File: src/skid_buffer.sv
//////////////////////////////
// Valid/ready FIFO of DEPTH registered entries.
// Used as the staging buffer and the output buffer
//////////////////////////////

`timescale 1ns/10ps

module skid_buffer #(
    parameter int DATAW = 8,
    parameter int DEPTH = 2
) (
    input  logic             clk,
    input  logic             reset,
    input  logic             valid_in,
    input  logic [DATAW-1:0] data_in,
    output logic             ready_in,
    output logic             valid_out,
    output logic [DATAW-1:0] data_out,
    input  logic             ready_out
);

    localparam int PTRW = (DEPTH > 1) ? $clog2(DEPTH) : 1;
    localparam int CNTW = $clog2(DEPTH + 1);

    logic [DATAW-1:0] mem [DEPTH];
    logic [PTRW-1:0]  rd_ptr;
    logic [PTRW-1:0]  wr_ptr;
    logic [CNTW-1:0]  count;
    logic             push;
    logic             pop;

    assign valid_out = (count != '0);
    // A full buffer still takes an item in the cycle one leaves
    assign ready_in  = (count != CNTW'(DEPTH)) || ready_out;
    assign push      = valid_in && ready_in;
    assign pop       = valid_out && ready_out;
    assign data_out  = mem[rd_ptr];

    always_ff @(posedge clk) begin
        if (reset) begin
            rd_ptr <= '0;
            wr_ptr <= '0;
            count  <= '0;
        end else begin
            if (push) begin
                wr_ptr <= (wr_ptr == PTRW'(DEPTH - 1)) ? '0 : wr_ptr + 1'b1;
            end
            if (pop) begin
                rd_ptr <= (rd_ptr == PTRW'(DEPTH - 1)) ? '0 : rd_ptr + 1'b1;
            end
            count <= count + CNTW'(push) - CNTW'(pop);
        end
    end

    always_ff @(posedge clk) begin
        if (push) begin
            mem[wr_ptr] <= data_in;
        end
    end

    a_hold_stable: assert property (
        @(posedge clk) disable iff (reset)
        (valid_out && !ready_out) |=> $stable(data_out)
    ) else $error("skid_buffer output changed while stalled");

endmodule

File: config.mk
export PLATFORM = sky130hd
export DESIGN_NAME = skid_buffer
export DESIGN_NICKNAME = d
export VERILOG_FILES = /design/src/skid_buffer.sv
export SDC_FILE = /design/constraint.sdc
export NUM_CORES = 1
export LEC_CHECK = 0
export BUFFER_PORTS_ARGS = -buffer_cell sky130_fd_sc_hd__buf_2
export CAP_MARGIN = 20
export CORE_MARGIN = 2
export CORE_UTILIZATION = 49
export CTS_CLUSTER_SIZE = 16
export DETAILED_ROUTE_END_ITERATION = 6
export HOLD_SLACK_MARGIN = 0.08
export PLACE_DENSITY = 0.72
export SYNTH_ARGS = -nofsm -noshare
export SYNTH_HDL_FRONTEND = slang
export SYNTH_SLANG_ARGS = --single-unit
export TNS_END_PERCENT = 5
File: constraint.sdc
create_clock -name clk -period 2.2 [get_ports clk]
set_input_delay 0.11 -clock clk [delete_from_list [all_inputs] [get_ports clk]]
set_output_delay 0.11 -clock clk [all_outputs]
set_load 0.005 [all_outputs]
==> results.json <==
{
  "result_of_the_run": "finished clean",
  "number_of_antenna_violations_at_the_first_check_in_global_routing": 0,
  "timing.critical_path.max_delay_family": "simple AND/OR/NAND/NOR gates",
  "overflow": 0,
  "antenna-diode-count": 0,
  "number_of_global_route_vias_before_repair": 493,
  "finalSetupViolCount": 0,
  "rrSetupSlack_ns": 0.39,
  "setup.worst_path.class": "reg -> reg",
  "cts.sink_count": 21,
  "holdCritPathClass": "in -> reg",
  "achievable-frequency_mhz": 552.0,
  "power.total_w": 0.001016,
  "postCtsResizedCells": 0,
  "grt_first_pass_wirelength_mm": 2.145,
  "critPathCaptureType": "register",
  "die-area_um2": 2024,
  "cp_num_cells": 8,
  "setup_repair_after_global_routing_missed_its_margin": "false",
  "grt_max_degree": 13,
  "synth_area_leaders": "edfxtp_1 58%, dfxtp_1 12%, mux2_2 11%",
  "globalplace.congestion": 0.6194,
  "initial_utilization_pct": 53.41,
  "cts_buffers": 3,
  "groute.usage.overall_pct": 15.44,
  "slew-limit-headroom_pct": 55.75,
  "crit_top_cell": "ha_1",
  "cts_hold_buf": 9,
  "synth_fp_nets": 64,
  "nNetsFinal": 98,
  "num-fill-cells": 110,
  "required_ns": 2.42,
  "ir_drop_uv": 509.5,
  "yosys.area.top_type_share_pct": 58.36,
  "layoutNonFillerInstCount": 99,
  "postSynth.asyncResetShare_pct": 0,
  "start_kind": "register",
  "syn_avg_cell_area_um2": 16.47,
  "remaining_drc_errors": 0,
  "crit_fanout": 5,
  "synth_edf_count": 16,
  "postLayoutSetupSlackWorst_ns": 0.3883,
  "layout_cells_sized_above_1_pct": 45.78,
  "detailedPlacementHpwl_um": 925.9,
  "initialDrtViolationCount": 7,
  "netlist_area_um2": 823.3,
  "yosysSeqAreaShare_pct": 70.52,
  "synthesis.instances": 50,
  "synth_cell_type_count": 18,
  "area_growth_syn_to_layout_pct": 28.88,
  "detailroute.via_count": 498,
  "h-tree-depth": 1,
  "drt-total-wl_mm": 1.266,
  "place.port_buffers": 21,
  "crit_share_post_route_pct": 82.35,
  "most_common_cell_in_the_synthesized_netlist": "edfxtp_1",
  "cts_root_buffer": "clkbuf_4",
  "synth.largest_area_cell": "edfxtp_1",
  "clk_pin_slew_ns": 0.11,
  "avgViaCountPerCell": 5.030,
  "max-clock-path-buffers": 2,
  "finalMaxSlewViolations": 0,
  "worstPathCellList": "or3b_4 -> nand2_4 -> ha_1 -> inv_1 -> ha_1 -> xor2_1 -> nor2_1 -> nor3_1",
  "yosys_register_bits": 21,
  "power.density_nw_per_um2": 957.7,
  "die-height_um": 44.99,
  "clock_insertion_delay_at_the_later_pin_of_the_skew_report_ns": 0.29,
  "placed_cells": 86,
  "tightestPinTransition_ns": 0.6614,
  "row_count": 14,
  "hold_violation_total_from_the_final_report": 0,
  "final_period_minus_worst_setup_slack_ns": 1.812,
  "io_pins": 22,
  "drtAntennaViolNets": 0,
  "drt_pre_antenna_iters": 4,
  "postCtsSetupBuffers": 0,
  "power.static_leakage_nw": 0.4375,
  "yosys_warnings": 0,
  "timing.reg2reg.worst_path_depth": 8,
  "cpMaxStageDelayCell": "or3b_4",
  "crit_path_dat_ns": 2.04,
  "wl_per_cell_um": 12.79,
  "path_buf_inv": 1,
  "preCtsSetupSlack_ns": 0.4064,
  "final.setup.tns_ns": 0,
  "chipWidth_um": 44.99,
  "holdPathStages": 3,
  "final.setup_skew_ns": 0.003026,
  "cp_slowest_stage_delay_ns": 0.43,
  "max_cap_viol_count": 0,
  "tritoncts": "yes",
  "most_used_flip_flop_cell_after_synthesis": "edfxtp_1",
  "placeableCoreArea_um2": 1541,
  "most_numerous_cell_types_in_the_synthesized_netlist": "16 x edfxtp_1, 8 x mux2_2, 5 x dfxtp_1, 5 x nor2_1"
}
-- worst reg2reg max path, delay by kind of cell (launching register included) --
kind	cells	cell delay [ns]
AND/OR/NAND/NOR	4	0.76
adder cells (fa/ha/maj)	2	0.36
buffers and inverters	1	0.05
XOR/XNOR	1	0.17
flip-flops	1	0.40
-- per-layer routing --
metal	GRT usage, %	up-vias	share of wire [%]
met5	0	-	0
met4	7.059	0	0.71
met3	3.600	2	3.5
met2	28.29	13	56
met1	16.58	237	39
li1	-	246	-
-- worst paths after layout --
check | startpoint | endpoint
worst max-delay path | count[1] | count[1]
worst min-delay path | valid_in | wr_ptr
worst max register to register | count[1] | count[1]
worst min register to register | rd_ptr | rd_ptr
-- final cells by class --
| type | count | area [µm²] | area share (%) |
|---|---|---|---|
| Tap cell | 16 | 20.02 | 1.887 |
| Clock buffer | 3 | 22.52 | 2.123 |
| Inverter | 1 | 3.754 | 0.3538 |
| Sequential cell | 21 | 580.6 | 54.72 |
| Multi-Input combinational cell | 27 | 234.0 | 22.05 |
| Clock inverter | 1 | 5.005 | 0.4717 |
| Timing Repair Buffer | 30 | 195.2 | 18.40 |
-- per-stage QoR --
step                hold slack (ns)  util, %  cell area (µm²)
floorplan                    0.1816        -            823.3
global placement             0.2977    61.20            943.4
detailed placement           0.3038    61.20            943.4
CTS                          0.1656    68.83             1061
global route                 0.1676    68.83             1061
finish                       0.1686    68.83             1061
-- layout by cell type (no fill, tap or decap), types with 2 or more instances in the layout --
master and count:
dlygate4sd3_1 9, clkbuf_4 3, edfxtp_1 16, nor2b_1 2, dfxtp_1 5, mux2_2 8
nor2_1 5, ha_1 2, buf_2 21
-- flip-flops by register name, summed over array words and instances, names as in the netlist, named ones only --
name and flops:
count 2, mem 16, wr_ptr 1, rd_ptr 1
-- power breakdown --
group          switching (W)  internal (W)
registers          0.0000496      0.000499
clock network       0.000110     0.0000676
logic               0.000116      0.000174
total               0.000275      0.000741
-- logic make-up (layout without fill, tap and decap cells) --
family | Yosys count | count (layout) | synth area share (%)
simple gates | 13 | 13 | 9.575
fa+ha+maj | 2 | 2 | 3.039
mux | 9 | 9 | 12.77
xor+xnor | 2 | 2 | 2.128
compound gates | 1 | 1 | 0.9122
buf+inv | 2 | 35 | 1.063
flops | 21 | 21 | 70.52
No activity file was read; power rests on OpenSTA's default activity.
