[config.mk]
export PLATFORM = sky130hd
export DESIGN_NAME = gpr_bank
export DESIGN_NICKNAME = d
export VERILOG_FILES = /design/src/opc_pkg.sv /design/src/gpr_bank.sv
export SDC_FILE = /design/constraint.sdc
export NUM_CORES = 2
export LEC_CHECK = 0
export CORE_MARGIN = 2
export CORE_UTILIZATION = 33
export DETAILED_ROUTE_END_ITERATION = 10
export DONT_BUFFER_PORTS = 1
export GPL_TIMING_DRIVEN = 0
export SLEW_MARGIN = 25
export SYNTH_ARGS = -nofsm -noshare
export SYNTH_HDL_FRONTEND = slang
export SYNTH_SLANG_ARGS = --single-unit
[constraint.sdc]
create_clock -name clk -period 5.2 [get_ports clk]
set_input_delay 0.52 -clock clk [delete_from_list [all_inputs] [get_ports clk]]
set_output_delay 0.52 -clock clk [all_outputs]
set_load 0.01 [all_outputs]
[src/opc_pkg.sv]
//////////////////////////////
// Sizes and enums shared by the operand collection stage.
// Modules refer to them by scoped name
//////////////////////////////

package opc_pkg;

    // Lanes per warp and number of warps
    localparam int NUM_THREADS = 2;
    localparam int NUM_WARPS   = 4;
    localparam int WID_BITS    = 2;

    localparam int XLEN     = 32;
    localparam int NUM_REGS = 32;
    localparam int REG_BITS = 5;

    // Opcodes are carried through the stage unchanged
    typedef enum logic [3:0] {
        op_add    = 4'd0,
        op_sub    = 4'd1,
        op_mul    = 4'd2,
        op_fma    = 4'd3,
        op_load   = 4'd4,
        op_store  = 4'd5,
        op_branch = 4'd6
    } op_t;

    typedef enum logic [1:0] {
        st_idle   = 2'd0,
        st_fetch1 = 2'd1,
        st_fetch2 = 2'd2,
        st_fetch3 = 2'd3
    } fetch_state_t;

    // Staging buffer payload: warp id, thread mask, opcode, rd, immediate
    localparam int META_BITS = WID_BITS + NUM_THREADS + $bits(op_t) + REG_BITS + XLEN;

endpackage

[src/gpr_bank.sv]
//////////////////////////////
// Register storage of one thread lane for all warps.
// Synchronous write, combinational read
//////////////////////////////

`timescale 1ns/10ps

module gpr_bank (
    input  logic                                            clk,
    input  logic                                            we,
    input  logic [opc_pkg::WID_BITS+opc_pkg::REG_BITS-1:0]  waddr,
    input  logic [opc_pkg::XLEN-1:0]                        wdata,
    input  logic [opc_pkg::WID_BITS+opc_pkg::REG_BITS-1:0]  raddr,
    output logic [opc_pkg::XLEN-1:0]                        rdata
);

    localparam int DEPTH = opc_pkg::NUM_WARPS * opc_pkg::NUM_REGS;

    // Address is the warp id in the upper bits and the register number below
    logic [opc_pkg::XLEN-1:0] mem [DEPTH];

    always_ff @(posedge clk) begin
        if (we) begin
            mem[waddr] <= wdata;
        end
    end

    assign rdata = mem[raddr];

    // A writeback must never land on an unknown address
    a_waddr_known: assert property (
        @(posedge clk) we |-> !$isunknown(waddr)
    ) else $error("gpr_bank write with unknown address");

endmodule

==> results.md <==
| Step | Result | Value |
| --- | --- | --- |
| worst setup path | Crit path max fanout | 11 |
| cts | Num CTS Buffers | 396 |
| placement | Hpwl dp | 278000 um |
| layout | Area growth syn-to-layout | 17.8% |
| route | Starting DRC count in detailed routing | 10300 |
| floorplanning | Die ar. | 477000 sq um |
| floorplanning | Std-Cell Rows | 252 |
| layout | Largest registers | mem: 4096 flops |
| synth | Number of synthesis warnings | 0 |
| timing | Final setup fails | 0 |
| worst setup path | Start point of the critical path | raddr[0] |
| grt | First-pass GRT wire length | 582000 um |
| cts | Clock Sinks | 4096 |
| cts | Buffer count from post-CTS setup fixing | 0 |
| cts | Clock transition at the register clock pins on the worst setup and hold paths after CTS | 60 ps |
| route | Wire length after detailed routing | 424000 um |
| pwr | Power dissipated by switching net loads | 0.0146 W |
| worst setup path | Startpoint type of the worst setup path | input pin |
| cts | Cell chosen for the clock root | clkbuf_16 |
| grt | Number of global-route vias before repair | 71600 |
| layout | Share of post-route cells with drive strength above 1 | 0.361 |
| synth | Yosys cell types | 16 |
| floorplanning | Vertical die dimension | 691 um |
| timing | Highest clock rate | 193 MHz |
| synth | Cell count after synthesis | 5958 |
| route | DR vias | 71300 |
| cts | CTS tree | built |
| pwr | Power Density | 371 nW/um^2 |
| worst setup path | Worst path arrival time | 4660 ps |
| route | Post-route DRC | 0 |
| floorplanning | Starting density of the core | 0.331 |
| timing | Final critical delay including setup and external delays | 5180 ps |
| pwr | Sw Ratio | 0.215 |
| layout | Largest Register | mem |
| synth | Largest area contributor in the netlist | edfxtp_1 |
| timing | Number of failing hold endpoints at the final stage | 0 |
| worst setup path | Capture point of the worst path | rdata[24] |
| timing | RSZ-0062 raised after global routing | false |
| pwr | Logic gate share of total power | 0.057 |
| pwr | Leakage power summed over all cells | 55.3 nW |
| route | Vias per cell | 5.37 |
| synth | Sequential fraction of the synthesis area | 0.790 |
| layout | Number of nets at the end of the flow | 6686 |
| synth | Mapped Area | 156000 sq um |
| route | Number of nets with antenna violations after detailed routing | 0 |
| timing | Final worst-path cycle share | 0.996 |
| synth | Number of nets in the synthesized netlist | 6006 |
| worst setup path | CP endpoint kind | output port |
| synth | Portion of synthesized cell area occupied by the leading cell type | 0.790 |
| floorplanning | Placeable Area | 470000 sq um |
| placement | Instance count after placement with tap cells included | 12400 |
| pwr | Clock power frac | 0.406 |
| worst setup path | Required time at the worst-slack endpoint | 4680 ps |
| pwr | Worst IR Drop VDD | 0.000321 V |
| synth | Top area cells in the synthesized netlist | edfxtp_1 (79%), mux4_2 (19%), clkbuf_1 (0.44%), nor2_1 (0.29%), buf_2 (0.25%) |
| layout | Largest register FFs | 4096 |
| grt | Number of antenna violations at the first check in global routing | 72 |
| worst hold path | Startpoint of the most critical hold path | wdata[27] |
| synth | Post-Synthesis Mean Instance Area | 26.1 sq um |
| pwr | Sequential share of power | 0.537 |
| floorplanning | IO Count | 80 |
| layout | Final instance count without filler cells | 13300 |
| floorplanning | Chip width | 691 um |
| status | Status | finished, final reports clean |
| worst setup path | Crit Path Class | input pin to output port |
| timing | Final max-slew violation count | 0 |
| pwr | Power, Total | 0.0680 W |
| cts | Maximum buffer depth of the clock tree | 4 |
| timing | Max-slew headroom at the worst pin | 0.268 |
| route | Routed wirelength normalized by instance count | 32.0 um |
| grt | Maximum number of pins on one net before global-route repair | 129 |
| synth | Flip-flop and latch count after synthesis | 4096 |
| timing | Tightest Pin Transition | 1100 ps |
| placement | Final GP Congestion | 0.836 |
| grt | Overall fraction of global-route tracks in use | 0.173 |
| route | DRT Pass-1 Iters | 6 |
| placement | Number of buffer cells added on primary ports | 0 |
| worst hold path | Path class of the lowest-slack min-delay path | input pin to flop |
| run | Number of max-cap violations | 0 |
| grt | GR Overflow Total | 0 |
| pwr | Internal Power | 0.0533 W |
| cts | H-tree lvl count | 5 |
## metal layers
metal	vias to the layer above	track usage	share of wire
li1	27800	-	-
met1	39300	0.229	0.38
met2	3688	0.282	0.49
met3	510	0.0464	0.11
met4	10	0.0523	0.028
met5	-	0	0.00028
## cell usage in the layout (no fill, tap or decap), drive strengths merged
| cell type | instances |
|---|---|
| edfxtp | 4096 |
| mux4 | 1344 |
| clkbuf | 656 |
| buf | 402 |
| clkinv | 199 |
| nor2 | 122 |
| diode | 99 |
| mux2 | 32 |
| bufinv | 26 |
| nand2 | 14 |
| clkinvlp | 14 |
| nand3 | 12 |
| nor3 | 9 |
| nor2b | 7 |
| inv | 6 |
| clkdlybuf4s15 | 5 |
| nand4 | 3 |
| nand2b | 2 |
| or3 | 1 |
## synthesized netlist by cell type
master and instances:
edfxtp_1 4096, mux4_2 1344, clkbuf_1 182, nor2_1 122, buf_2 79, buf_1 50
mux2_2 32, nand2_1 14, nand3_1 12, nor3_1 9, nor2b_1 7, buf_4 3
nand4_1 3, buf_6 2, nand2b_1 2, or3_1 1
## area by class of cell
class / count / area (sq um)
clock buffer: 465 / 10400
multi-input combinational: 1546 / 32300
antenna: 99 / 248
sequential: 4096 / 123000
buffer: 313 / 1470
timing repair buffer: 285 / 6320
tap: 6223 / 7790
fill: 40900 / 287000
clock inverter: 245 / 1870
## logic make-up (layout without fill, tap and decap cells)
family / count (synthesis) / after routing / share of synthesized area
other cells: 0 / 99 / 0
simple gates: 170 / 170 / 0.00448
flops: 4096 / 4096 / 0.790
mux: 1376 / 1376 / 0.197
buf+inv: 316 / 1308 / 0.00843
## metrics by stage
step,util,setup slack [ps],cell area [sq um],hold WS (ps),setup TNS [ps]
floorplan,-,1440,156000,619,0
global placement,0.347,-2820,163000,657,-1759580
detailed placement,0.361,-681,170000,654,-16490
CTS,0.389,8.87,183000,27.3,0
global route,0.390,22.3,183000,42.7,0
finish,0.390,20.4,183000,13.5,0
## worst max-delay path, stage by stage
cell and delay [ps]:
buf_2 240, buf_6 290, buf_4 500, buf_2 710, mux4_2 620, mux4_2 590
mux4_2 630, mux2_2 460
## worst min path at each step
stage | to | slack [ps] | depth (start not counted)
after floorplan | mem[0][0]$_DFFE_PP_ | 620 | 0
after global placement | mem[62][16]$_DFFE_PP_ | 660 | 0
after detailed placement | mem[104][7]$_DFFE_PP_ | 650 | 0
after CTS | mem[33][31]$_DFFE_PP_ | 30 | 1
after global routing | mem[82][27]$_DFFE_PP_ | 40 | 1
final | mem[82][27]$_DFFE_PP_ | 10 | 1
## power by group through the flow
stage / combinational, W / clock (W) / sequential (W)
after floorplan: 0.00180 / 0 / 0.0372
after global placement: 0.00313 / 0 / 0.0372
after detailed placement: 0.00323 / 0 / 0.0372
after CTS: 0.00388 / 0.0280 / 0.0365
after global routing: 0.00401 / 0.0292 / 0.0365
final: 0.00387 / 0.0276 / 0.0365
## repair_timing
action / CTS / global route
endpoints found under the hold margin: 4096 / 0
hold buffers: 32 / 0
endpoints found under the setup margin: 32 / 6
gates resized for setup: 29 / 5
No activity file was read; power rests on OpenSTA's default activity.
