`config.mk`:
```
export PLATFORM = sky130hd
export DESIGN_NAME = wb_cache
export DESIGN_NICKNAME = d
export VERILOG_FILES = /design/src/opc_pkg.sv /design/src/wb_cache.sv
export SDC_FILE = /design/constraint.sdc
export NUM_CORES = 1
export LEC_CHECK = 0
export ABC_CLOCK_PERIOD_IN_PS = 3350
export BUFFER_PORTS_ARGS = -buffer_cell sky130_fd_sc_hd__clkbuf_2
export CORE_ASPECT_RATIO = 1.75
export CORE_MARGIN = 1
export CORE_UTILIZATION = 52
export DETAILED_ROUTE_END_ITERATION = 6
export GPL_ROUTABILITY_DRIVEN = 1
export PLACE_DENSITY = 0.76
export SLEW_MARGIN = 20
export SYNTH_ARGS = -nofsm -noshare
export SYNTH_HDL_FRONTEND = slang
export SYNTH_SLANG_ARGS = --single-unit
export TNS_END_PERCENT = 20
```
`constraint.sdc`:
```
create_clock -name clk -period 3.35 [get_ports clk]
set_input_delay 0.335 -clock clk [delete_from_list [all_inputs] [get_ports clk]]
set_output_delay 0.335 -clock clk [all_outputs]
set_load 0.01 [all_outputs]
```
`src/opc_pkg.sv`:
```
//////////////////////////////
// Sizes and enums shared by the operand collection stage.
// Modules refer to them by scoped name
//////////////////////////////

package opc_pkg;

    // Lanes per warp and number of warps
    localparam int NUM_THREADS = 2;
    localparam int NUM_WARPS   = 4;
    localparam int WID_BITS    = 2;

    localparam int XLEN     = 32;
    localparam int NUM_REGS = 32;
    localparam int REG_BITS = 5;

    // Opcodes are carried through the stage unchanged
    typedef enum logic [3:0] {
        op_add    = 4'd0,
        op_sub    = 4'd1,
        op_mul    = 4'd2,
        op_fma    = 4'd3,
        op_load   = 4'd4,
        op_store  = 4'd5,
        op_branch = 4'd6
    } op_t;

    typedef enum logic [1:0] {
        st_idle   = 2'd0,
        st_fetch1 = 2'd1,
        st_fetch2 = 2'd2,
        st_fetch3 = 2'd3
    } fetch_state_t;

    // Staging buffer payload: warp id, thread mask, opcode, rd, immediate
    localparam int META_BITS = WID_BITS + NUM_THREADS + $bits(op_t) + REG_BITS + XLEN;

endpackage

```
`src/wb_cache.sv`:
```
//////////////////////////////
// Last-writeback cache, one entry per warp.
// Looked up by warp id and gives the tag, lanes and data
//////////////////////////////

`timescale 1ns/10ps

module wb_cache (
    input  logic                                       clk,
    input  logic                                       reset,
    input  logic                                       flush,
    input  logic                                       wb_valid,
    input  logic [opc_pkg::WID_BITS-1:0]               wb_wid,
    input  logic [opc_pkg::REG_BITS-1:0]               wb_rd,
    input  logic [opc_pkg::NUM_THREADS-1:0]            wb_tmask,
    input  logic                                       wb_sop,
    input  logic                                       wb_eop,
    input  logic [opc_pkg::NUM_THREADS*opc_pkg::XLEN-1:0] wb_data,
    input  logic [opc_pkg::WID_BITS-1:0]               rd_wid,
    output logic [opc_pkg::REG_BITS-1:0]               rd_reg,
    output logic [opc_pkg::NUM_THREADS-1:0]            rd_tmask,
    output logic [opc_pkg::NUM_THREADS*opc_pkg::XLEN-1:0] rd_data
);

    localparam int XLEN = opc_pkg::XLEN;

    logic [opc_pkg::REG_BITS-1:0]            cache_reg   [opc_pkg::NUM_WARPS];
    logic [opc_pkg::NUM_THREADS-1:0]         cache_tmask [opc_pkg::NUM_WARPS];
    logic [opc_pkg::NUM_THREADS*XLEN-1:0]    cache_data  [opc_pkg::NUM_WARPS];
    logic [opc_pkg::NUM_WARPS-1:0]           cache_eop;
    logic                                    take;

    // Same register again, or a new packet after the last one closed
    assign take = wb_valid &&
                  ((cache_reg[wb_wid] == wb_rd) || (cache_eop[wb_wid] && wb_sop));

    always_ff @(posedge clk) begin
        if (reset || flush) begin
            for (int w = 0; w < opc_pkg::NUM_WARPS; w++) begin
                cache_reg[w]   <= '0;
                cache_tmask[w] <= '0;
            end
            cache_eop <= '1;
        end else if (take) begin
            cache_reg[wb_wid] <= wb_rd;
            cache_eop[wb_wid] <= wb_eop;
            if (wb_sop) begin
                cache_tmask[wb_wid] <= wb_tmask;
            end else begin
                cache_tmask[wb_wid] <= cache_tmask[wb_wid] | wb_tmask;
            end
        end
    end

    // Only the masked lanes are overwritten
    always_ff @(posedge clk) begin
        if (take) begin
            for (int j = 0; j < opc_pkg::NUM_THREADS; j++) begin
                if (wb_tmask[j]) begin
                    cache_data[wb_wid][j*XLEN +: XLEN] <= wb_data[j*XLEN +: XLEN];
                end
            end
        end
    end

    assign rd_reg   = cache_reg[rd_wid];
    assign rd_tmask = cache_tmask[rd_wid];
    assign rd_data  = cache_data[rd_wid];

endmodule

```
==> results.cfg <==
[status]
status = finished clean

[grt]
grt_pass1_wl_mm = 32.7
grt_pass1_vias = 5883
gr-total-overflow = 0
track_usage_pct = 19.7
antenna_found_initial = 2
grt_start_max_net_pins = 72

[route]
drtAntennaViolNets = 0
drt-initial-drc-count = 483
via_per_inst = 5.60
via_count = 5447
wl_per_cell_um = 22.2
drcViolationCount = 0
drt_first_pass_iters = 4
drt-total-wl_mm = 21.6

[finish]
largest_register_ffs = 256
drive_gt1_share_pct = 47.6
design_area_um2 = 13400
layout_commonest_cell = edfxtp_1
multi_input_area_um2 = 2610
ff_latch_area_um2 = 8610
fill_cells = 1469
most-common-layout-cells = 284 x edfxtp_1, 149 x clkbuf_2, 79 x mux4_2, 28 x nand2_1, 25 x clkbuf_16
fin_nets = 742
syn2layout_area_growth_pct = 17.8

[worst_setup_path]
rrSetupSlack_ps = 590
arrival_ps = 2930
endpoint_kind = flip-flop
worstRegToRegCells = 6
cp_max_fo = 25
critPathLaunchType = flip-flop
critPathRequiredTime_ps = 3520
criticalPathCategory = reg2reg

[power_and_ir_drop]
power_switching_mw = 1.49
p_int_mw = 5.76
p_sw_share_pct = 20.5
power_frac_seq_pct = 55.8
finalPower_mw = 7.25
p_per_area_nw_per_um2 = 543
max-vdd-ir-drop_mv = 0.480
p_clk_share_pct = 37.5
combPwrFrac_pct = 6.8
p_leak_nw = 4.52

[clocking]
root_buffer = clkbuf_16
worst_skew_pair.late_latency_ps = 520
cts_resized = 0
clk_path_buf_depth = 3
cts_buffers = 25
postCtsSetupRepairBufs = 0
postCtsHoldBufs = 0
cts_tree = yes
cts.sinks = 288
cts.reportedPaths.clkPinSlew_ps = 70
ctsHtreeMaxLevel = 1

[timing]
fin_worst_skew_ps = 11.2
finalMaxSlewViolations = 0
worstMarginPinSlew_ps = 1030
finalHoldViolations = 0
rsz0062_at_grt = false
post-route-min-period_ps = 2760
slew_headroom_pct = 31.6
finalSetupViolCount = 0
max_freq_mhz = 362
timing.final.crit_share_pct = 82.4

[synthesis]
synthFlopType = edfxtp_1
async_flop_share_pct = 0
synth-edff-count = 284
yosysTopAreaCell = edfxtp_1
ys_ff_latch = 288
synth_warnings = 0
syn_nets = 580
ys_seq_area_share_pct = 75.9
syn_avg_cell_area_um2 = 22.7
synth.distinct_cells = 28
netlist_area_um2 = 11300
netlist_top_cells_area = edfxtp_1 75%, mux4_2 16%, nor3_2 1.9%
synth_top_area_share_pct = 75.2
syn-instance-count = 499

[hold_path]
hold_depth = 1
min_path_type = in2reg

[floorplanning]
die_w_um = 114
coreArea_um2 = 21400
dieArea_um2 = 22400
row_count = 71
ios = 152
die_y_um = 197
start_util_pct = 53.0

[place]
numPortBuffers = 151
place_congestion = 0.866
hpwl_mm = 14.3
dpl_cell_area_um2 = 12600

[run]
maxCapViolCount = 0
-- critical path, stage by stage (launching register included) --
cell      delay (ps)
edfxtp_1         420
mux4_2           520
xnor2_2          180
nand4_2          210
o21ba_4          400
buf_4            280
o21ai_1          410
-- power groups by stage --
stage | Sequential (mW) | Clock [mW] | Combinational (mW)
global placement | 4.12 | 0 | 0.480
global route | 4.05 | 2.90 | 0.526
finish | 4.04 | 2.72 | 0.490
CTS | 4.05 | 2.77 | 0.498
floorplan | 4.11 | 0 | 0.288
detailed placement | 4.12 | 0 | 0.495
-- logic make-up (layout without fill, tap and decap cells) --
| group | after synthesis | in the layout | share of synthesized area (%) |
|---|---|---|---|
| flip-flops | 288 | 288 | 75.9 |
| multiplexers | 83 | 83 | 16.0 |
| AND/OR/NAND/NOR | 81 | 81 | 5.20 |
| buffers and inverters | 31 | 211 | 1.46 |
| AO/OA/AOI/OAI | 11 | 11 | 0.805 |
| XOR/XNOR | 5 | 5 | 0.585 |
| other | 0 | 2 | 0 |
-- stage by stage --
step / setup TNS, ps / hold slack [ps] / instances / worst slack [ps] / utilization (%)
2_1_floorplan: -14480 / 434 / 499 / -82.6 / -
3_3_place_gp: 0 / 487 / 926 / 523 / 58.7
3_5_place_dp: 0 / 503 / 926 / 407 / 58.7
4_1_cts: 0 / 21.5 / 971 / 579 / 62.4
5_1_grt: 0 / 16.7 / 973 / 493 / 62.4
6_report: 0 / 32.9 / 973 / 591 / 62.4
-- area by class of cell --
| type | instances | area share [%] |
|---|---|---|
| Multi-Input combinational cell | 180 | 19.5 |
| Sequential cell | 288 | 64.5 |
| Clock buffer | 29 | 4.80 |
| Antenna cell | 2 | 0.0375 |
| Inverter | 1 | 0.0281 |
| Timing Repair Buffer | 165 | 7.42 |
| Tap cell | 292 | 2.74 |
| Clock inverter | 16 | 1.00 |
-- routing by layer --
layer | GRT usage [%] | part of all wire [%] | vias up
met5 | 0 | 0 | -
met1 | 23.2 | 36 | 2816
met4 | 6.97 | 2.9 | 0
met2 | 36.1 | 55 | 176
li1 | - | - | 2415
met3 | 3.22 | 5.2 | 40
-- path summary, 6_finish.rpt --
path | endpoint | from
hold reg to reg | cache_eop[0]$_SDFFE_PP1P_ | cache_eop[0]$_SDFFE_PP1P_
setup / recovery | cache_reg[2][4]$_SDFFCE_PN0P_ | cache_reg[2][3]$_SDFFCE_PN0P_
hold / removal | cache_data[0][20]$_DFFE_PP_ | wb_data[20]
setup reg to reg | cache_reg[2][4]$_SDFFCE_PN0P_ | cache_reg[2][3]$_SDFFCE_PN0P_
-- Yosys cell counts (3+ instances only) --
| master | instances |
|---|---|
| edfxtp_1 | 284 |
| mux4_2 | 79 |
| nand2_1 | 28 |
| nor3_2 | 21 |
| clkbuf_1 | 13 |
| nor3b_2 | 13 |
| buf_2 | 9 |
| nor2_1 | 7 |
| buf_6 | 5 |
| dfxtp_1 | 4 |
| mux2i_1 | 4 |
| nand2b_1 | 4 |
| o21ai_1 | 4 |
| buf_1 | 3 |
| xnor2_2 | 3 |
(Power assumes the default switching activity.)
