### src/opc_pkg.sv
//////////////////////////////
// Sizes and enums shared by the operand collection stage.
// Modules refer to them by scoped name
//////////////////////////////

package opc_pkg;

    // Lanes per warp and number of warps
    localparam int NUM_THREADS = 2;
    localparam int NUM_WARPS   = 4;
    localparam int WID_BITS    = 2;

    localparam int XLEN     = 32;
    localparam int NUM_REGS = 32;
    localparam int REG_BITS = 5;

    // Opcodes are carried through the stage unchanged
    typedef enum logic [3:0] {
        op_add    = 4'd0,
        op_sub    = 4'd1,
        op_mul    = 4'd2,
        op_fma    = 4'd3,
        op_load   = 4'd4,
        op_store  = 4'd5,
        op_branch = 4'd6
    } op_t;

    typedef enum logic [1:0] {
        st_idle   = 2'd0,
        st_fetch1 = 2'd1,
        st_fetch2 = 2'd2,
        st_fetch3 = 2'd3
    } fetch_state_t;

    // Staging buffer payload: warp id, thread mask, opcode, rd, immediate
    localparam int META_BITS = WID_BITS + NUM_THREADS + $bits(op_t) + REG_BITS + XLEN;

endpackage

### src/operand_fetch.sv
//////////////////////////////
// Operand fetch FSM. Resolves each source to zero, a cache
// hit or a bank read and holds the gathered operands
// until the staging buffer hands its bundle on
//////////////////////////////

`timescale 1ns/10ps

module operand_fetch (
    input  logic                                          clk,
    input  logic                                          reset,
    input  logic                                          flush,
    input  logic                                          in_valid,
    input  logic                                          in_ready,
    input  logic [opc_pkg::WID_BITS-1:0]                  in_wid,
    input  logic [opc_pkg::NUM_THREADS-1:0]               in_tmask,
    input  logic [opc_pkg::REG_BITS-1:0]                  in_rs1,
    input  logic [opc_pkg::REG_BITS-1:0]                  in_rs2,
    input  logic [opc_pkg::REG_BITS-1:0]                  in_rs3,
    input  logic [opc_pkg::REG_BITS-1:0]                  cache_reg,
    input  logic [opc_pkg::NUM_THREADS-1:0]               cache_tmask,
    input  logic [opc_pkg::NUM_THREADS*opc_pkg::XLEN-1:0] cache_data,
    input  logic [opc_pkg::NUM_THREADS*opc_pkg::XLEN-1:0] bank_rdata,
    input  logic                                          stg_valid,
    input  logic                                          stg_ready_out,
    output logic [opc_pkg::WID_BITS-1:0]                  cache_wid,
    output logic [opc_pkg::WID_BITS+opc_pkg::REG_BITS-1:0] bank_raddr,
    output logic [opc_pkg::NUM_THREADS*opc_pkg::XLEN-1:0] rs1_data,
    output logic [opc_pkg::NUM_THREADS*opc_pkg::XLEN-1:0] rs2_data,
    output logic [opc_pkg::NUM_THREADS*opc_pkg::XLEN-1:0] rs3_data,
    output logic                                          data_ready
);

    localparam int DW = opc_pkg::NUM_THREADS * opc_pkg::XLEN;

    opc_pkg::fetch_state_t          state, state_n;
    logic [opc_pkg::WID_BITS-1:0]   rd_wid, rd_wid_n;
    logic [opc_pkg::REG_BITS-1:0]   rd_rid, rd_rid_n;
    logic [opc_pkg::REG_BITS-1:0]   rs2, rs2_n;
    logic [opc_pkg::REG_BITS-1:0]   rs3, rs3_n;
    logic                           rs2_pend, rs2_pend_n;
    logic                           rs3_pend, rs3_pend_n;
    logic [DW-1:0]                  rs1_data_n, rs2_data_n, rs3_data_n;
    logic                           data_ready_n;
    logic                           issue;
    logic                           rs1_zero, rs2_zero, rs3_zero;
    logic                           rs1_ok, rs2_ok, rs3_ok;
    logic                           lanes_cached;

    assign issue     = in_valid && in_ready;
    assign cache_wid = in_wid;
    assign bank_raddr = {rd_wid, rd_rid};

    // The cached entry only helps if it covers every issuing lane
    assign lanes_cached = ((in_tmask & cache_tmask) == in_tmask);
    assign rs1_zero = (in_rs1 == '0);
    assign rs2_zero = (in_rs2 == '0);
    assign rs3_zero = (in_rs3 == '0);
    assign rs1_ok   = rs1_zero || (lanes_cached && in_rs1 == cache_reg);
    assign rs2_ok   = rs2_zero || (lanes_cached && in_rs2 == cache_reg);
    assign rs3_ok   = rs3_zero || (lanes_cached && in_rs3 == cache_reg);

    always_comb begin
        state_n      = state;
        rd_wid_n     = rd_wid;
        rd_rid_n     = rd_rid;
        rs2_n        = rs2;
        rs3_n        = rs3;
        rs2_pend_n   = rs2_pend;
        rs3_pend_n   = rs3_pend;
        rs1_data_n   = rs1_data;
        rs2_data_n   = rs2_data;
        rs3_data_n   = rs3_data;
        data_ready_n = data_ready;

        case (state)
            opc_pkg::st_idle: begin
                if (stg_valid && stg_ready_out) begin
                    data_ready_n = 1'b0;
                end
                if (issue) begin
                    rd_wid_n   = in_wid;
                    rs2_n      = in_rs2;
                    rs3_n      = in_rs3;
                    rs2_pend_n = !rs2_ok;
                    rs3_pend_n = !rs3_ok;
                    rs1_data_n = rs1_zero ? '0 : cache_data;
                    rs2_data_n = rs2_zero ? '0 : cache_data;
                    rs3_data_n = rs3_zero ? '0 : cache_data;
                    // First pending source decides where the walk starts
                    if (!rs1_ok) begin
                        rd_rid_n = in_rs1;
                        state_n  = opc_pkg::st_fetch1;
                    end else if (!rs2_ok) begin
                        rd_rid_n = in_rs2;
                        state_n  = opc_pkg::st_fetch2;
                    end else if (!rs3_ok) begin
                        rd_rid_n = in_rs3;
                        state_n  = opc_pkg::st_fetch3;
                    end else begin
                        data_ready_n = 1'b1;
                    end
                end
            end
            opc_pkg::st_fetch1: begin
                rs1_data_n = bank_rdata;
                if (rs2_pend) begin
                    rd_rid_n = rs2;
                    state_n  = opc_pkg::st_fetch2;
                end else if (rs3_pend) begin
                    rd_rid_n = rs3;
                    state_n  = opc_pkg::st_fetch3;
                end else begin
                    data_ready_n = 1'b1;
                    state_n      = opc_pkg::st_idle;
                end
            end
            opc_pkg::st_fetch2: begin
                rs2_data_n = bank_rdata;
                if (rs3_pend) begin
                    rd_rid_n = rs3;
                    state_n  = opc_pkg::st_fetch3;
                end else begin
                    data_ready_n = 1'b1;
                    state_n      = opc_pkg::st_idle;
                end
            end
            default: begin
                rs3_data_n   = bank_rdata;
                data_ready_n = 1'b1;
                state_n      = opc_pkg::st_idle;
            end
        endcase
    end

    always_ff @(posedge clk) begin
        if (reset || flush) begin
            state      <= opc_pkg::st_idle;
            rd_wid     <= '0;
            rd_rid     <= '0;
            rs2_pend   <= 1'b0;
            rs3_pend   <= 1'b0;
            data_ready <= 1'b0;
        end else begin
            state      <= state_n;
            rd_wid     <= rd_wid_n;
            rd_rid     <= rd_rid_n;
            rs2_pend   <= rs2_pend_n;
            rs3_pend   <= rs3_pend_n;
            data_ready <= data_ready_n;
        end
    end

    always_ff @(posedge clk) begin
        rs2      <= rs2_n;
        rs3      <= rs3_n;
        rs1_data <= rs1_data_n;
        rs2_data <= rs2_data_n;
        rs3_data <= rs3_data_n;
    end

    // The staging buffer must hold off issue while a bank walk is running
    a_no_issue_busy: assert property (
        @(posedge clk) disable iff (reset || flush)
        issue |-> (data_ready || state == opc_pkg::st_idle)
    ) else $error("operand_fetch took an issue during a fetch");

endmodule

### config.mk
export PLATFORM = sky130hd
export DESIGN_NAME = operand_fetch
export DESIGN_NICKNAME = d
export VERILOG_FILES = /design/src/opc_pkg.sv /design/src/operand_fetch.sv
export SDC_FILE = /design/constraint.sdc
export NUM_CORES = 1
export LEC_CHECK = 0
export BUFFER_PORTS_ARGS = -buffer_cell sky130_fd_sc_hd__buf_4
export CAP_MARGIN = 20
export CORE_ASPECT_RATIO = 0.7
export CORE_MARGIN = 1
export CORE_UTILIZATION = 50
export DETAILED_ROUTE_END_ITERATION = 16
export PLACE_DENSITY = 0.81
export SLEW_MARGIN = 15
export SYNTH_ARGS = -nofsm -noshare
export SYNTH_HDL_FRONTEND = slang
export SYNTH_SLANG_ARGS = --single-unit
### constraint.sdc
create_clock -name clk -period 8.2 [get_ports clk]
set_input_delay 0 -clock clk [delete_from_list [all_inputs] [get_ports clk]]
set_output_delay 0 -clock clk [all_outputs]
set_load 0.05 [all_outputs]
==> metrics list <==
- Share of the clock period used by the worst path: 0.437
- Number of setup violations in the final report: 0
- Avg Synthesized Cell Area: 10.1 um^2
* Sequential element share of the synthesized area: 0.635
* Maximum cell stage delay along the critical path: 0.56 ns
* Detailed Route Iter0 Violations: 1,311
- Clk pin slew, worst setup/hold paths: 0.06 ns
- The worst setup path is captured at a flip-flop.
- In the final timing run, aggregate negative setup slack is 0 ns.
* Total congestion overflow: 0
- At the end of routability-driven placement, the weighted congestion stood at 0.896.
* Die area: 20,400 um^2
- Antenna violations before repair: 2
- For this run, global-route usage on met3 was measured as 0.0884.
- Cell-internal power: 2160 uW
- Worst-case clock buffer depth: 3
- met2 is the most crowded layer.
- CTS tree: built
* Die X-Extent: 170 um
* Synthesized netlist net count: 1,146
- After the last flow step, the layout net total stands at 1,691.
- In this run, distinct cell masters in the synthesized netlist total 41.
* # H-tree levels: 1
* Cell count after synthesis: 981
- For the worst-skew pair, the clock arrives at the later sink with an insertion delay of 0.50 ns.
* Cell-by-cell listing of the critical path: inv_1, ha_4, buf_16, inv_1, nor2_1, a21oi_1, nand3_1, dlygate4sd3_1, a22oi_1, nor2_1, dlygate4sd3_1
* Fraction of registers with async set/reset: 0
- Wire length per cell: 21.0 um
- Total power draw: 3080 uW
* RSZ-0062 raised after global routing: false
* Pins Over Slew Limit: 0
* Number of global-route vias before repair: 10,200
- Root buffer selected by CTS: sky130_fd_sc_hd__clkbuf_16
- Buffer count from post-CTS setup fixing: 0
- Remaining antenna violation count after routing: 0
- Post-CTS repair changed the size of 0 cells.
- Worst relative slew slack: 0.394
- Of the total power, registers draw 0.428.
- For this design the top-level I/O count stands at 363.
- The first detailed-routing pass ran for 6 iterations.
* Largest voltage drop on the vdd net: 162 uV
- Based on the critical path, the design can be clocked at up to 279 MHz.
- On the critical path the largest part of the delay comes from buffers and inverters.
- The total area inside the core boundary comes to 19,200 um^2.
* Initial Utilization: 0.518
- From bottom edge to top edge, the die measures 120 um.
- Leak Pwr: 0.00676 uW
* Share of power burned in the clock network: 0.339
* Global-route track usage on met1: 0.416
* Number of placement rows: 42
- Arrival @ worst endpoint: 4.03 ns
* Fraction of final layout cells with drive strength greater than 1: 0.275
- Counting I/O delays and the setup requirement, the final critical path takes 3.58 ns.
- Worst-path fanout max: 71
* Net switching power: 921 uW
- The tightest hold path in the finished design has a slack of 0.0646 ns.
* Number of buffers created by CTS: 22
- For this run, global-route usage on met2 was measured as 0.594.
* Total power per unit cell area: 195 nW/um^2
* Leading cell types in the layout, fill and taps excluded: sky130_fd_sc_hd__buf_4, sky130_fd_sc_hd__nand2_1, sky130_fd_sc_hd__dlygate4sd3_1
- Final hold violation count: 0
- Post-synth EDFFs: 202
* Number of warnings reported in the yosys synthesis log: 0
- Of the total power, the share spent switching nets is 0.299.
* Maxcap violations: 0
- Wires add up to 37,900 um.
- DRC errors left: 0
- The first global-routing pass estimated 55,400 um of wire.
* Post-placement cell count: 1,547
- Final worst clock skew: 0.00971 ns
- At the worst endpoint, the required time is 8.65 ns.
* Total of flip-flops plus latches after synthesis: 214
- The library cell used most frequently in the layout, excluding fill and tap cells, is sky130_fd_sc_hd__buf_4.
* Type of the worst setup path: flip-flop to flip-flop
* Total standard cell area after synthesis: 9930 um^2
- Crit path launch type: flip-flop
* I/O Buffers: 362
- Of the total power, combinational logic draws 0.233.
- Sinks on the clock net: 214
- After the flow finishes, the layout carries non-filler instances totaling 1,808.
- Pin count of the biggest net entering global routing: 132
- All-Layer GR Usage: 0.357
- Slew at the pin closest to its max-slew limit: 0.909 ns
- Top flip-flop cell by instance count after synthesis: sky130_fd_sc_hd__edfxtp_1
- Run status: finished clean
- Synthesis-to-layout area growth: 59.3%
- Slowest cell on the critical path: sky130_fd_sc_hd__dlygate4sd3_1
* Bufs and invs on worst path: 5
- Vias per cell: 5.73
- The min-delay analysis places its worst path in the category input pin to flip-flop.
- Sum of net half-perimeters after detailed placement: 20,700 um
- DR vias: 10,400
[worst register-to-register path: stages (launching register included)]
cell	delay, ns
sky130_fd_sc_hd__dfxtp_1	0.35
sky130_fd_sc_hd__inv_1	0.18
sky130_fd_sc_hd__ha_4	0.55
sky130_fd_sc_hd__buf_16	0.35
sky130_fd_sc_hd__inv_1	0.15
sky130_fd_sc_hd__nor2_1	0.40
sky130_fd_sc_hd__a21oi_1	0.14
sky130_fd_sc_hd__nand3_1	0.12
sky130_fd_sc_hd__dlygate4sd3_1	0.56
sky130_fd_sc_hd__a22oi_1	0.09
sky130_fd_sc_hd__nor2_1	0.10
sky130_fd_sc_hd__dlygate4sd3_1	0.54
[synthesized netlist by cell type, types with 2 or more instances]
cell | instances | area, um^2
sky130_fd_sc_hd__clkbuf_1 | 55 | 206
sky130_fd_sc_hd__ha_1 | 4 | 50.1
sky130_fd_sc_hd__inv_1 | 71 | 267
sky130_fd_sc_hd__o31ai_1 | 3 | 22.5
sky130_fd_sc_hd__a21oi_1 | 11 | 55.1
sky130_fd_sc_hd__mux2i_1 | 8 | 80.1
sky130_fd_sc_hd__o211ai_1 | 5 | 37.5
sky130_fd_sc_hd__xor2_1 | 11 | 96.3
sky130_fd_sc_hd__nor2b_1 | 2 | 12.5
sky130_fd_sc_hd__nor4_4 | 2 | 42.5
sky130_fd_sc_hd__nand2b_1 | 3 | 18.8
sky130_fd_sc_hd__a31oi_1 | 2 | 12.5
sky130_fd_sc_hd__nor3_1 | 2 | 10.0
sky130_fd_sc_hd__buf_4 | 2 | 15.0
sky130_fd_sc_hd__nand2_1 | 329 | 1230
sky130_fd_sc_hd__a221o_1 | 2 | 20.0
sky130_fd_sc_hd__o22ai_1 | 65 | 407
sky130_fd_sc_hd__a22oi_1 | 5 | 37.5
sky130_fd_sc_hd__xnor2_1 | 4 | 35.0
sky130_fd_sc_hd__nand3_1 | 3 | 15.0
sky130_fd_sc_hd__o21ai_0 | 135 | 676
sky130_fd_sc_hd__edfxtp_1 | 202 | 6070
sky130_fd_sc_hd__nor4_1 | 2 | 12.5
sky130_fd_sc_hd__a32o_1 | 5 | 50.1
sky130_fd_sc_hd__nor2_1 | 11 | 41.3
sky130_fd_sc_hd__dfxtp_1 | 12 | 240
sky130_fd_sc_hd__buf_1 | 11 | 41.3
[cell type report]
cell class	count	area (um^2)
clock inverter	15	164
inverter	71	267
antenna	2	5.00
sequential	214	6310
multi-input combinational	628	3180
tap	264	330
clock buffer	25	583
timing repair buffer	589	4990
fill	977	3350
[registers in the layout (all words and copies together) (netlist names)]
| signal | cells |
|---|---|
| rs1_data | 64 |
| rs2_data | 64 |
| rs3_data | 64 |
| rd_rid | 5 |
| rs2 | 5 |
| rs3 | 5 |
| rd_wid | 2 |
| state | 2 |
| data_ready | 1 |
| rs2_pend | 1 |
| rs3_pend | 1 |
[power by group through the flow]
stage | Sequential [uW] | Combinational [uW] | Clock [uW]
after floorplan | 1560 | 138 | 0
after global placement | 1340 | 580 | 0
after detailed placement | 1340 | 593 | 0
after CTS | 1320 | 688 | 1040
after global routing | 1320 | 747 | 1090
final | 1320 | 719 | 1040
[routing by layer]
layer  wire length [um]  vias to the layer above
met5                  0                        -
met4               2500                        0
met3               3980                      184
met2              18200                      794
met1              13200                     4862
li1                   -                     4513
[through the flow]
| step | instance area (um^2) | util | setup WS, ns |
|---|---|---|---|
| 6_report | 15800 | 0.825 | 4.62 |
| 5_1_grt | 15800 | 0.825 | 4.39 |
| 4_1_cts | 15800 | 0.823 | 4.41 |
| 3_5_place_dp | 12900 | 0.671 | 4.68 |
| 3_3_place_gp | 12900 | 0.671 | 4.80 |
| 2_1_floorplan | 9930 | - | 1.87 |
[final timing paths]
path | start | end | slack, ns | cells past startpoint
min reg2reg | rd_rid[1] | rd_rid[1] | 0.52 | 1
max reg2reg | state[1] | data_ready | 4.62 | 11
min | reset | rd_rid[2] | 0.06 | 4
max | state[1] | data_ready | 4.62 | 11
[kinds of logic after synthesis]
| kind of cell | share of synthesized area |
|---|---|
| AND/OR/NAND/NOR | 0.146 |
| AO/OA/AOI/OAI | 0.140 |
| flip-flops | 0.635 |
| buffers and inverters | 0.0533 |
| XOR/XNOR | 0.0132 |
| multiplexers | 0.00806 |
| adder cells (fa/ha/maj) | 0.00504 |
[what timing repair did]
action | CTS | global route
hold buffers | 218 | 0
hold endpoints to repair | 214 | 0
setup endpoints to repair | 0 | 0
No activity file was read; power rests on OpenSTA's default activity.
